**config.mk**
```make
export PLATFORM = sky130hd
export DESIGN_NAME = host_domain
export DESIGN_NICKNAME = d
export VERILOG_FILES = /design/src/source/host_pkg.sv /design/src/source/reg_bus_if.sv /design/src/source/host_domain.sv /design/src/source/host_event_unit.sv /design/src/source/lite_cfg_port.sv /design/src/source/llc_cfg_regs.sv
export SDC_FILE = /design/constraint.sdc
export NUM_CORES = 1
export LEC_CHECK = 0
export BUFFER_PORTS_ARGS = -buffer_cell sky130_fd_sc_hd__buf_4
export CORE_UTILIZATION = 57
export CTS_CLUSTER_DIAMETER = 120
export CTS_CLUSTER_SIZE = 24
export DETAILED_ROUTE_END_ITERATION = 12
export PLACE_DENSITY = 0.81
export SYNTH_ARGS = -nofsm -noshare
export SYNTH_HDL_FRONTEND = slang
export SYNTH_SLANG_ARGS = --single-unit
```
**constraint.sdc**
```tcl
create_clock -name clk_i -period 4.65 [get_ports clk_i]
set_input_delay 0.93 -clock clk_i [delete_from_list [all_inputs] [get_ports clk_i]]
set_output_delay 0.93 -clock clk_i [all_outputs]
set_load 0.005 [all_outputs]
```
**src/source/host_pkg.sv**
```systemverilog
package host_pkg;

  // AXI-lite configuration port
  localparam int unsigned LiteAddrWidth = 32;
  localparam int unsigned LiteDataWidth = 32;

  typedef logic [LiteAddrWidth-1:0] lite_addr_t;
  typedef logic [LiteDataWidth-1:0] lite_data_t;

  // Event counters
  localparam int unsigned CntWidth  = 32;
  localparam int unsigned NumEvents = 5;

  typedef logic [CntWidth-1:0] cnt_t;

  typedef enum logic [2:0] {
    EvtReadHit   = 3'd0,
    EvtReadMiss  = 3'd1,
    EvtWriteHit  = 3'd2,
    EvtWriteMiss = 3'd3,
    EvtDma       = 3'd4
  } evt_idx_e;

  typedef cnt_t [NumEvents-1:0] cnt_array_t;

  // One-cycle flags from the LLC
  typedef struct packed {
    logic read_hit;
    logic read_miss;
    logic write_hit;
    logic write_miss;
  } llc_events_t;

  // Register byte offsets
  localparam lite_addr_t RegCacheStart = 32'h0000_0000;
  localparam lite_addr_t RegCacheEnd   = 32'h0000_0004;
  localparam lite_addr_t RegSpmStart   = 32'h0000_0008;
  localparam lite_addr_t RegCntClear   = 32'h0000_000C;
  localparam lite_addr_t RegCntBase    = 32'h0000_0010;

  localparam lite_data_t UnmappedData = 32'hDEAD_F000;

  localparam logic [1:0] RespOkay = 2'b00;

endpackage

```
**src/source/reg_bus_if.sv**
```systemverilog
`timescale 1ns/1ps

interface reg_bus_if;

  logic                 req;
  logic                 we;
  host_pkg::lite_addr_t addr;
  host_pkg::lite_data_t wdata;
  host_pkg::lite_data_t rdata;

  // Access side, one strobe per access
  modport port (
    output req,
    output we,
    output addr,
    output wdata,
    input  rdata
  );

  // Register side, rdata is answered in the strobe cycle
  modport regs (
    input  req,
    input  we,
    input  addr,
    input  wdata,
    output rdata
  );

endinterface

```
**src/source/host_domain.sv**
```systemverilog
`timescale 1ns/1ps

module host_domain #(
  parameter int unsigned NUM_SYNC_STAGES = 2
) (
  input  logic                  clk_i,
  input  logic                  rst_n_i,
  // LLC configuration, AXI-lite slave
  input  logic                  aw_valid_i,
  output logic                  aw_ready_o,
  input  host_pkg::lite_addr_t  aw_addr_i,
  input  logic                  w_valid_i,
  output logic                  w_ready_o,
  input  host_pkg::lite_data_t  w_data_i,
  output logic                  b_valid_o,
  input  logic                  b_ready_i,
  output logic [1:0]            b_resp_o,
  input  logic                  ar_valid_i,
  output logic                  ar_ready_o,
  input  host_pkg::lite_addr_t  ar_addr_i,
  output logic                  r_valid_o,
  input  logic                  r_ready_i,
  output host_pkg::lite_data_t  r_data_o,
  output logic [1:0]            r_resp_o,
  // LLC events
  input  host_pkg::llc_events_t llc_events_i,
  // Cluster DMA event, four-phase
  input  logic                  dma_pe_evt_valid_i,
  output logic                  dma_pe_evt_ack_o,
  output logic                  dma_pe_evt_o,
  // Regions for the external LLC
  output host_pkg::lite_addr_t  llc_cache_addr_start_o,
  output host_pkg::lite_addr_t  llc_cache_addr_end_o,
  output host_pkg::lite_addr_t  llc_spm_addr_start_o
);

  host_pkg::cnt_array_t           counts;
  logic [host_pkg::NumEvents-1:0] cnt_clear;

  reg_bus_if cfg_bus ();

  lite_cfg_port i_lite_cfg_port (
    .clk_i      ( clk_i      ),
    .rst_n_i    ( rst_n_i    ),
    .aw_valid_i ( aw_valid_i ),
    .aw_ready_o ( aw_ready_o ),
    .aw_addr_i  ( aw_addr_i  ),
    .w_valid_i  ( w_valid_i  ),
    .w_ready_o  ( w_ready_o  ),
    .w_data_i   ( w_data_i   ),
    .b_valid_o  ( b_valid_o  ),
    .b_ready_i  ( b_ready_i  ),
    .b_resp_o   ( b_resp_o   ),
    .ar_valid_i ( ar_valid_i ),
    .ar_ready_o ( ar_ready_o ),
    .ar_addr_i  ( ar_addr_i  ),
    .r_valid_o  ( r_valid_o  ),
    .r_ready_i  ( r_ready_i  ),
    .r_data_o   ( r_data_o   ),
    .r_resp_o   ( r_resp_o   ),
    .bus        ( cfg_bus    )
  );

  llc_cfg_regs i_llc_cfg_regs (
    .clk_i         ( clk_i                  ),
    .rst_n_i       ( rst_n_i                ),
    .bus           ( cfg_bus                ),
    .counts_i      ( counts                 ),
    .cnt_clear_o   ( cnt_clear              ),
    .cache_start_o ( llc_cache_addr_start_o ),
    .cache_end_o   ( llc_cache_addr_end_o   ),
    .spm_start_o   ( llc_spm_addr_start_o   )
  );

  host_event_unit #(
    .NUM_SYNC_STAGES ( NUM_SYNC_STAGES )
  ) i_host_event_unit (
    .clk_i        ( clk_i              ),
    .rst_n_i      ( rst_n_i            ),
    .llc_events_i ( llc_events_i       ),
    .dma_valid_i  ( dma_pe_evt_valid_i ),
    .dma_ack_o    ( dma_pe_evt_ack_o   ),
    .dma_evt_o    ( dma_pe_evt_o       ),
    .cnt_clear_i  ( cnt_clear          ),
    .counts_o     ( counts             )
  );

endmodule

```
**src/source/host_event_unit.sv**
```systemverilog
`timescale 1ns/1ps

module host_event_unit #(
  parameter int unsigned NUM_SYNC_STAGES = 2
) (
  input  logic                           clk_i,
  input  logic                           rst_n_i,
  input  host_pkg::llc_events_t          llc_events_i,
  input  logic                           dma_valid_i,
  output logic                           dma_ack_o,
  output logic                           dma_evt_o,
  input  logic [host_pkg::NumEvents-1:0] cnt_clear_i,
  output host_pkg::cnt_array_t           counts_o
);

  logic [NUM_SYNC_STAGES-1:0]     sync_q;
  logic                           ack_prev_q;
  logic                           dma_evt_q;
  logic [host_pkg::NumEvents-1:0] inc;
  host_pkg::cnt_array_t           cnt_q;

  // Cluster valid crosses into this domain here
  always_ff @(posedge clk_i) begin
    if (!rst_n_i) begin
      sync_q <= '0;
    end else begin
      sync_q[0] <= dma_valid_i;
      for (int i = 1; i < NUM_SYNC_STAGES; i++) begin
        sync_q[i] <= sync_q[i-1];
      end
    end
  end

  assign dma_ack_o = sync_q[NUM_SYNC_STAGES-1];

  // Rising edge of the synchronized level, one pulse per handshake
  always_ff @(posedge clk_i) begin
    if (!rst_n_i) begin
      ack_prev_q <= 1'b0;
      dma_evt_q  <= 1'b0;
    end else begin
      ack_prev_q <= dma_ack_o;
      dma_evt_q  <= dma_ack_o & ~ack_prev_q;
    end
  end

  assign dma_evt_o = dma_evt_q;

  always_comb begin
    inc = '0;
    inc[host_pkg::EvtReadHit]   = llc_events_i.read_hit;
    inc[host_pkg::EvtReadMiss]  = llc_events_i.read_miss;
    inc[host_pkg::EvtWriteHit]  = llc_events_i.write_hit;
    inc[host_pkg::EvtWriteMiss] = llc_events_i.write_miss;
    inc[host_pkg::EvtDma]       = dma_evt_q;
  end

  // Clear beats increment, counters wrap
  always_ff @(posedge clk_i) begin
    if (!rst_n_i) begin
      cnt_q <= '0;
    end else begin
      for (int i = 0; i < host_pkg::NumEvents; i++) begin
        if (cnt_clear_i[i]) begin
          cnt_q[i] <= '0;
        end else if (inc[i]) begin
          cnt_q[i] <= cnt_q[i] + 1'b1;
        end
      end
    end
  end

  assign counts_o = cnt_q;

endmodule

```
**src/source/lite_cfg_port.sv**
```systemverilog
`timescale 1ns/1ps

module lite_cfg_port (
  input  logic                 clk_i,
  input  logic                 rst_n_i,
  // Write address and data
  input  logic                 aw_valid_i,
  output logic                 aw_ready_o,
  input  host_pkg::lite_addr_t aw_addr_i,
  input  logic                 w_valid_i,
  output logic                 w_ready_o,
  input  host_pkg::lite_data_t w_data_i,
  // Write response
  output logic                 b_valid_o,
  input  logic                 b_ready_i,
  output logic [1:0]           b_resp_o,
  // Read address
  input  logic                 ar_valid_i,
  output logic                 ar_ready_o,
  input  host_pkg::lite_addr_t ar_addr_i,
  // Read data
  output logic                 r_valid_o,
  input  logic                 r_ready_i,
  output host_pkg::lite_data_t r_data_o,
  output logic [1:0]           r_resp_o,
  reg_bus_if.port              bus
);

  logic                 b_valid_q;
  logic                 r_valid_q;
  host_pkg::lite_data_t r_data_q;
  logic                 wr_accept;
  logic                 rd_ready;
  logic                 rd_accept;

  // Address and data are taken together, only with no B outstanding
  assign wr_accept = aw_valid_i & w_valid_i & ~b_valid_q;

  // Writes win over a read in the same cycle
  assign rd_ready  = ~r_valid_q & ~wr_accept;
  assign rd_accept = ar_valid_i & rd_ready;

  assign aw_ready_o = wr_accept;
  assign w_ready_o  = wr_accept;
  assign ar_ready_o = rd_ready;

  assign bus.req   = wr_accept | rd_accept;
  assign bus.we    = wr_accept;
  assign bus.addr  = wr_accept ? aw_addr_i : ar_addr_i;
  assign bus.wdata = w_data_i;

  always_ff @(posedge clk_i) begin
    if (!rst_n_i) begin
      b_valid_q <= 1'b0;
    end else if (wr_accept) begin
      b_valid_q <= 1'b1;
    end else if (b_ready_i) begin
      b_valid_q <= 1'b0;
    end
  end

  always_ff @(posedge clk_i) begin
    if (!rst_n_i) begin
      r_valid_q <= 1'b0;
    end else if (rd_accept) begin
      r_valid_q <= 1'b1;
    end else if (r_ready_i) begin
      r_valid_q <= 1'b0;
    end
  end

  // Hold read data until the R beat is taken
  always_ff @(posedge clk_i) begin
    if (rd_accept) begin
      r_data_q <= bus.rdata;
    end
  end

  assign b_valid_o = b_valid_q;
  assign b_resp_o  = host_pkg::RespOkay;
  assign r_valid_o = r_valid_q;
  assign r_data_o  = r_data_q;
  assign r_resp_o  = host_pkg::RespOkay;

endmodule

```
**src/source/llc_cfg_regs.sv**
```systemverilog
`timescale 1ns/1ps

module llc_cfg_regs (
  input  logic                            clk_i,
  input  logic                            rst_n_i,
  reg_bus_if.regs                         bus,
  input  host_pkg::cnt_array_t            counts_i,
  output logic [host_pkg::NumEvents-1:0]  cnt_clear_o,
  output host_pkg::lite_addr_t            cache_start_o,
  output host_pkg::lite_addr_t            cache_end_o,
  output host_pkg::lite_addr_t            spm_start_o
);

  localparam int unsigned IdxWidth = $clog2(host_pkg::NumEvents);

  host_pkg::lite_addr_t cache_start_q;
  host_pkg::lite_addr_t cache_end_q;
  host_pkg::lite_addr_t spm_start_q;
  logic                 wr_en;
  host_pkg::lite_addr_t cnt_offset;
  logic                 cnt_hit;
  logic [IdxWidth-1:0]  cnt_idx;

  assign wr_en = bus.req & bus.we;

  // LLC region registers
  always_ff @(posedge clk_i) begin
    if (!rst_n_i) begin
      cache_start_q <= '0;
      cache_end_q   <= '0;
      spm_start_q   <= '0;
    end else if (wr_en) begin
      case (bus.addr)
        host_pkg::RegCacheStart: cache_start_q <= host_pkg::lite_addr_t'(bus.wdata);
        host_pkg::RegCacheEnd:   cache_end_q   <= host_pkg::lite_addr_t'(bus.wdata);
        host_pkg::RegSpmStart:   spm_start_q   <= host_pkg::lite_addr_t'(bus.wdata);
        default: begin
        end
      endcase
    end
  end

  // Clear mask reaches the counters in the write cycle
  always_comb begin
    cnt_clear_o = '0;
    if (wr_en && bus.addr == host_pkg::RegCntClear) begin
      cnt_clear_o = bus.wdata[host_pkg::NumEvents-1:0];
    end
  end

  // Counter window starts at RegCntBase, one word per event
  assign cnt_offset = bus.addr - host_pkg::RegCntBase;
  assign cnt_hit    = (cnt_offset[1:0] == 2'b00) &&
                      (cnt_offset < host_pkg::lite_addr_t'(4 * host_pkg::NumEvents));
  assign cnt_idx    = cnt_offset[IdxWidth+1:2];

  always_comb begin
    bus.rdata = host_pkg::UnmappedData;
    case (bus.addr)
      host_pkg::RegCacheStart: bus.rdata = host_pkg::lite_data_t'(cache_start_q);
      host_pkg::RegCacheEnd:   bus.rdata = host_pkg::lite_data_t'(cache_end_q);
      host_pkg::RegSpmStart:   bus.rdata = host_pkg::lite_data_t'(spm_start_q);
      host_pkg::RegCntClear:   bus.rdata = '0;
      default: begin
        if (cnt_hit) begin
          bus.rdata = host_pkg::lite_data_t'(counts_i[cnt_idx]);
        end
      end
    endcase
  end

  assign cache_start_o = cache_start_q;
  assign cache_end_o   = cache_end_q;
  assign spm_start_o   = spm_start_q;

endmodule

```
==> flow_metrics.tcl <==
set metrics [dict create \
    run_status "completed" \
    grt.overflow.total 0 \
    drive_gt1_frac 0.1743 \
    clock_latency_ps 510 \
    netlist_instances 1739 \
    whs_path_depth 1 \
    maxCapViolations 0 \
    ir_drop_uv 356.2 \
    io_buffers 242 \
    hold_path.class "flop to flop" \
    synth_top_area_frac 0.3595 \
    arrival_ps 3890 \
    r2r_end "i_lite_cfg_port.r_data_o[30]" \
    totalPowerFinal_mw 4.572 \
    worstSetupPathType "primary input to flop" \
    slew_headroom 0.3613 \
    ff2ff_setup_slack_ps 1090 \
    start_util 0.5811 \
    drv_slew 0 \
    grtUsageTotal 0.3297 \
    diodes 0 \
    dpl-instance-area_um2 16660 \
    async_flop_share 0 \
    clockBufferDepth 3 \
    grt_pass1_wl_um 68500 \
    cts_setup_buffers 0 \
    yosysUniqueCellTypes 59 \
    yosys-top-cells-count "332 x nand2_1, 262 x dfxtp_1, 217 x nor2_1" \
    synth_most_common_cell "nand2_1" \
    grt_max_degree 107 \
    cp_cell_sequence "buf_4 -> nand3b_4 -> mux2_2 -> inv_2 -> ha_1 -> nand3_1 -> a21o_1 -> o221ai_1 -> nand4_1 -> or4_4 -> o32a_1" \
    min_from "i_host_event_unit.ack_prev_q" \
    ys.flop_type "dfxtp_1" \
    min_to "i_host_event_unit.dma_evt_o" \
    globalplace.congestion 0.9197 \
    timing.fmax_mhz 276.3 \
    r2r-start "i_lite_cfg_port.b_valid_o" \
    coreArea_um2 25110 \
    dpl.hpwl_um 31920 \
    slowest_delay_ps 760 \
    antenna_found_initial 0 \
    hold_slack_ps 367.1 \
    ctsHoldBuffers 0 \
    ios 247 \
    drt-initial-drc-count 1246 \
    cts_root_buffer "clkbuf_16" \
    critPathLaunch "w_valid_i" \
    cts_tree "yes" \
    path_buf_inv 2 \
    area_growth_pct 17.37 \
    path_delay_family "simple AND/OR/NAND/NOR gates" \
    post_drt_via_cell_ratio 5.969 \
    path_clk_slew_ps 100 \
    p_leak_nw 6.162 \
    firstDrtPassIters 5 \
    numCtsBuffers 16 \
    worstPathRequired_ps 4920 \
    worstMarginPinSlew_ps 958.1 \
    crit_fanout 29 \
    min_period_over_period 0.7782 \
    period_needed_ps 3619 \
    drt-total-wl_um 43890 \
    yosys.area.top_type "dfxtp_1" \
    start_kind "primary input" \
    die_h_um 162.0 \
    synth_area_um2 14590 \
    grt_pass1_vias 12860 \
    fp-row-count 58 \
    die-area_um2 26240 \
    avgRoutedWirePerCell_um 19.39 \
    cts.sinks 294 \
    timing.setup.tns_ps 0 \
    die_w_um 162.0 \
    cts_resized 0 \
    nNetsFinal 2041 \
    final_area_um2 17120 \
    finalClockSkew_ps 20.63 \
    synth_seq_cells 294 \
    crit_path_top_delay_cell "or4_4" \
    cts_max_level 1 \
    synth_seq_area_share 0.4253 \
    endpoint_kind "flop" \
    r2r.worst_path.cells 10 \
    drc_errors 0 \
    route.vias.total 13510 \
    setup_violations 0 \
    rsz0062_at_grt "false" \
    antenna_left 0 \
    synth-edff-count 32 \
    avgSynthCellArea_um2 8.390 \
    power.density_nw_per_um2 267.0 \
    hold_viol 0 \
    yosys-top-cells-area "dfxtp_1 36%, nand2_1 8.5%, edfxtp_1 6.6%, xor2_1 6.3%, nor2_1 5.6%" \
    ys.warnings.count 0 \
]
[worst register-to-register path: cells and delay by family (launching register included)]
| family | cells | cell delay, ps |
|---|---|---|
| compound gates | 3 | 710 |
| fa+ha+maj | 1 | 220 |
| buf+inv | 1 | 280 |
| flops | 1 | 390 |
| mux | 1 | 410 |
| simple gates | 4 | 1310 |
[report_power, final]
| part | switching, mW | internal, mW |
|---|---|---|
| Sequential | 0.0195 | 2.58 |
| Combinational | 0.265 | 0.172 |
| Clock | 0.847 | 0.688 |
| Total | 1.13 | 3.44 |
[metal layers]
layer / vias to the layer above / track usage / share of wire
met5: - / 0 / 0
met4: 0 / 0.1617 / 0.048
met3: 112 / 0.03882 / 0.065
met2: 563 / 0.5630 / 0.48
met1: 6410 / 0.4127 / 0.40
li1: 6423 / - / -
[worst max path at each step]
stage | endpoint | slack (ps) | depth (start not counted)
after floorplan | i_lite_cfg_port.r_data_o[27] | 890 | 12
after global placement | i_lite_cfg_port.r_data_o[15] | 540 | 11
after detailed placement | i_lite_cfg_port.r_data_o[30] | 490 | 11
after CTS | i_lite_cfg_port.r_data_o[30] | 1020 | 11
after global routing | i_lite_cfg_port.r_data_o[30] | 880 | 11
final | i_lite_cfg_port.r_data_o[30] | 1030 | 11
[cells in the final DEF (no fill, tap or decap), types with 8 or more instances in the layout]
cell         n
nor2_1     216
a22oi_1     16
xnor2_1     51
mux2i_1     51
clkbuf_16   17
nand4_1     41
a21oi_1     76
dfxtp_1    262
and2_1       8
nor4_1      19
o21ai_0     22
and4_1      14
nor3_1      20
nand2_1    332
inv_1       18
a21boi_1    66
and3_1      26
edfxtp_1    32
o221a_2     13
o221ai_1     9
o32ai_1      8
or3_1       11
o32a_1      12
o22ai_1     28
or4_1        8
buf_4      269
xor2_1     105
a21boi_0    32
o32ai_2     10
nand3_1     59
[sequential cells by signal, summed over array words and instances (netlist names)]
name / count
i_host_event_unit.counts_o: 160
i_lite_cfg_port.r_data_o: 32
i_llc_cfg_regs.cache_end_o: 32
i_llc_cfg_regs.cache_start_o: 32
i_llc_cfg_regs.spm_start_o: 32
i_host_event_unit.sync_q: 2
i_host_event_unit.ack_prev_q: 1
i_host_event_unit.dma_evt_o: 1
i_lite_cfg_port.b_valid_o: 1
i_lite_cfg_port.r_valid_o: 1
[cell type report]
cell class | instances | area (um2)
Timing Repair Buffer | 269 | 2019
Fill cell | 2051 | 7985
Clock buffer | 23 | 447.9
Inverter | 20 | 75.07
Sequential cell | 294 | 6206
Clock inverter | 1 | 20.02
Tap cell | 330 | 412.9
Multi-Input combinational cell | 1326 | 7943
[cell families (layout without fill, tap and decap cells)]
| family | Yosys count | in the layout | synth area share |
|---|---|---|---|
| buffers and inverters | 122 | 313 | 0.03473 |
| multiplexers | 58 | 58 | 0.04031 |
| flip-flops | 294 | 294 | 0.4253 |
| XOR/XNOR | 156 | 156 | 0.09365 |
| AO/OA/AOI/OAI | 323 | 323 | 0.1588 |
| other | 1 | 4 | 0.0002570 |
| adder cells (fa/ha/maj) | 6 | 6 | 0.005145 |
| AND/OR/NAND/NOR | 779 | 779 | 0.2417 |
[metrics by stage]
stage,std cells,setup slack (ps),utilization
after floorplan,1742,891.0,-
after global placement,2239,544.5,0.6633
after detailed placement,2239,485.3,0.6633
after CTS,2263,1020,0.6820
after global routing,2263,878.9,0.6820
final,2263,1031,0.6820
No activity file was read; power rests on OpenSTA's default activity.
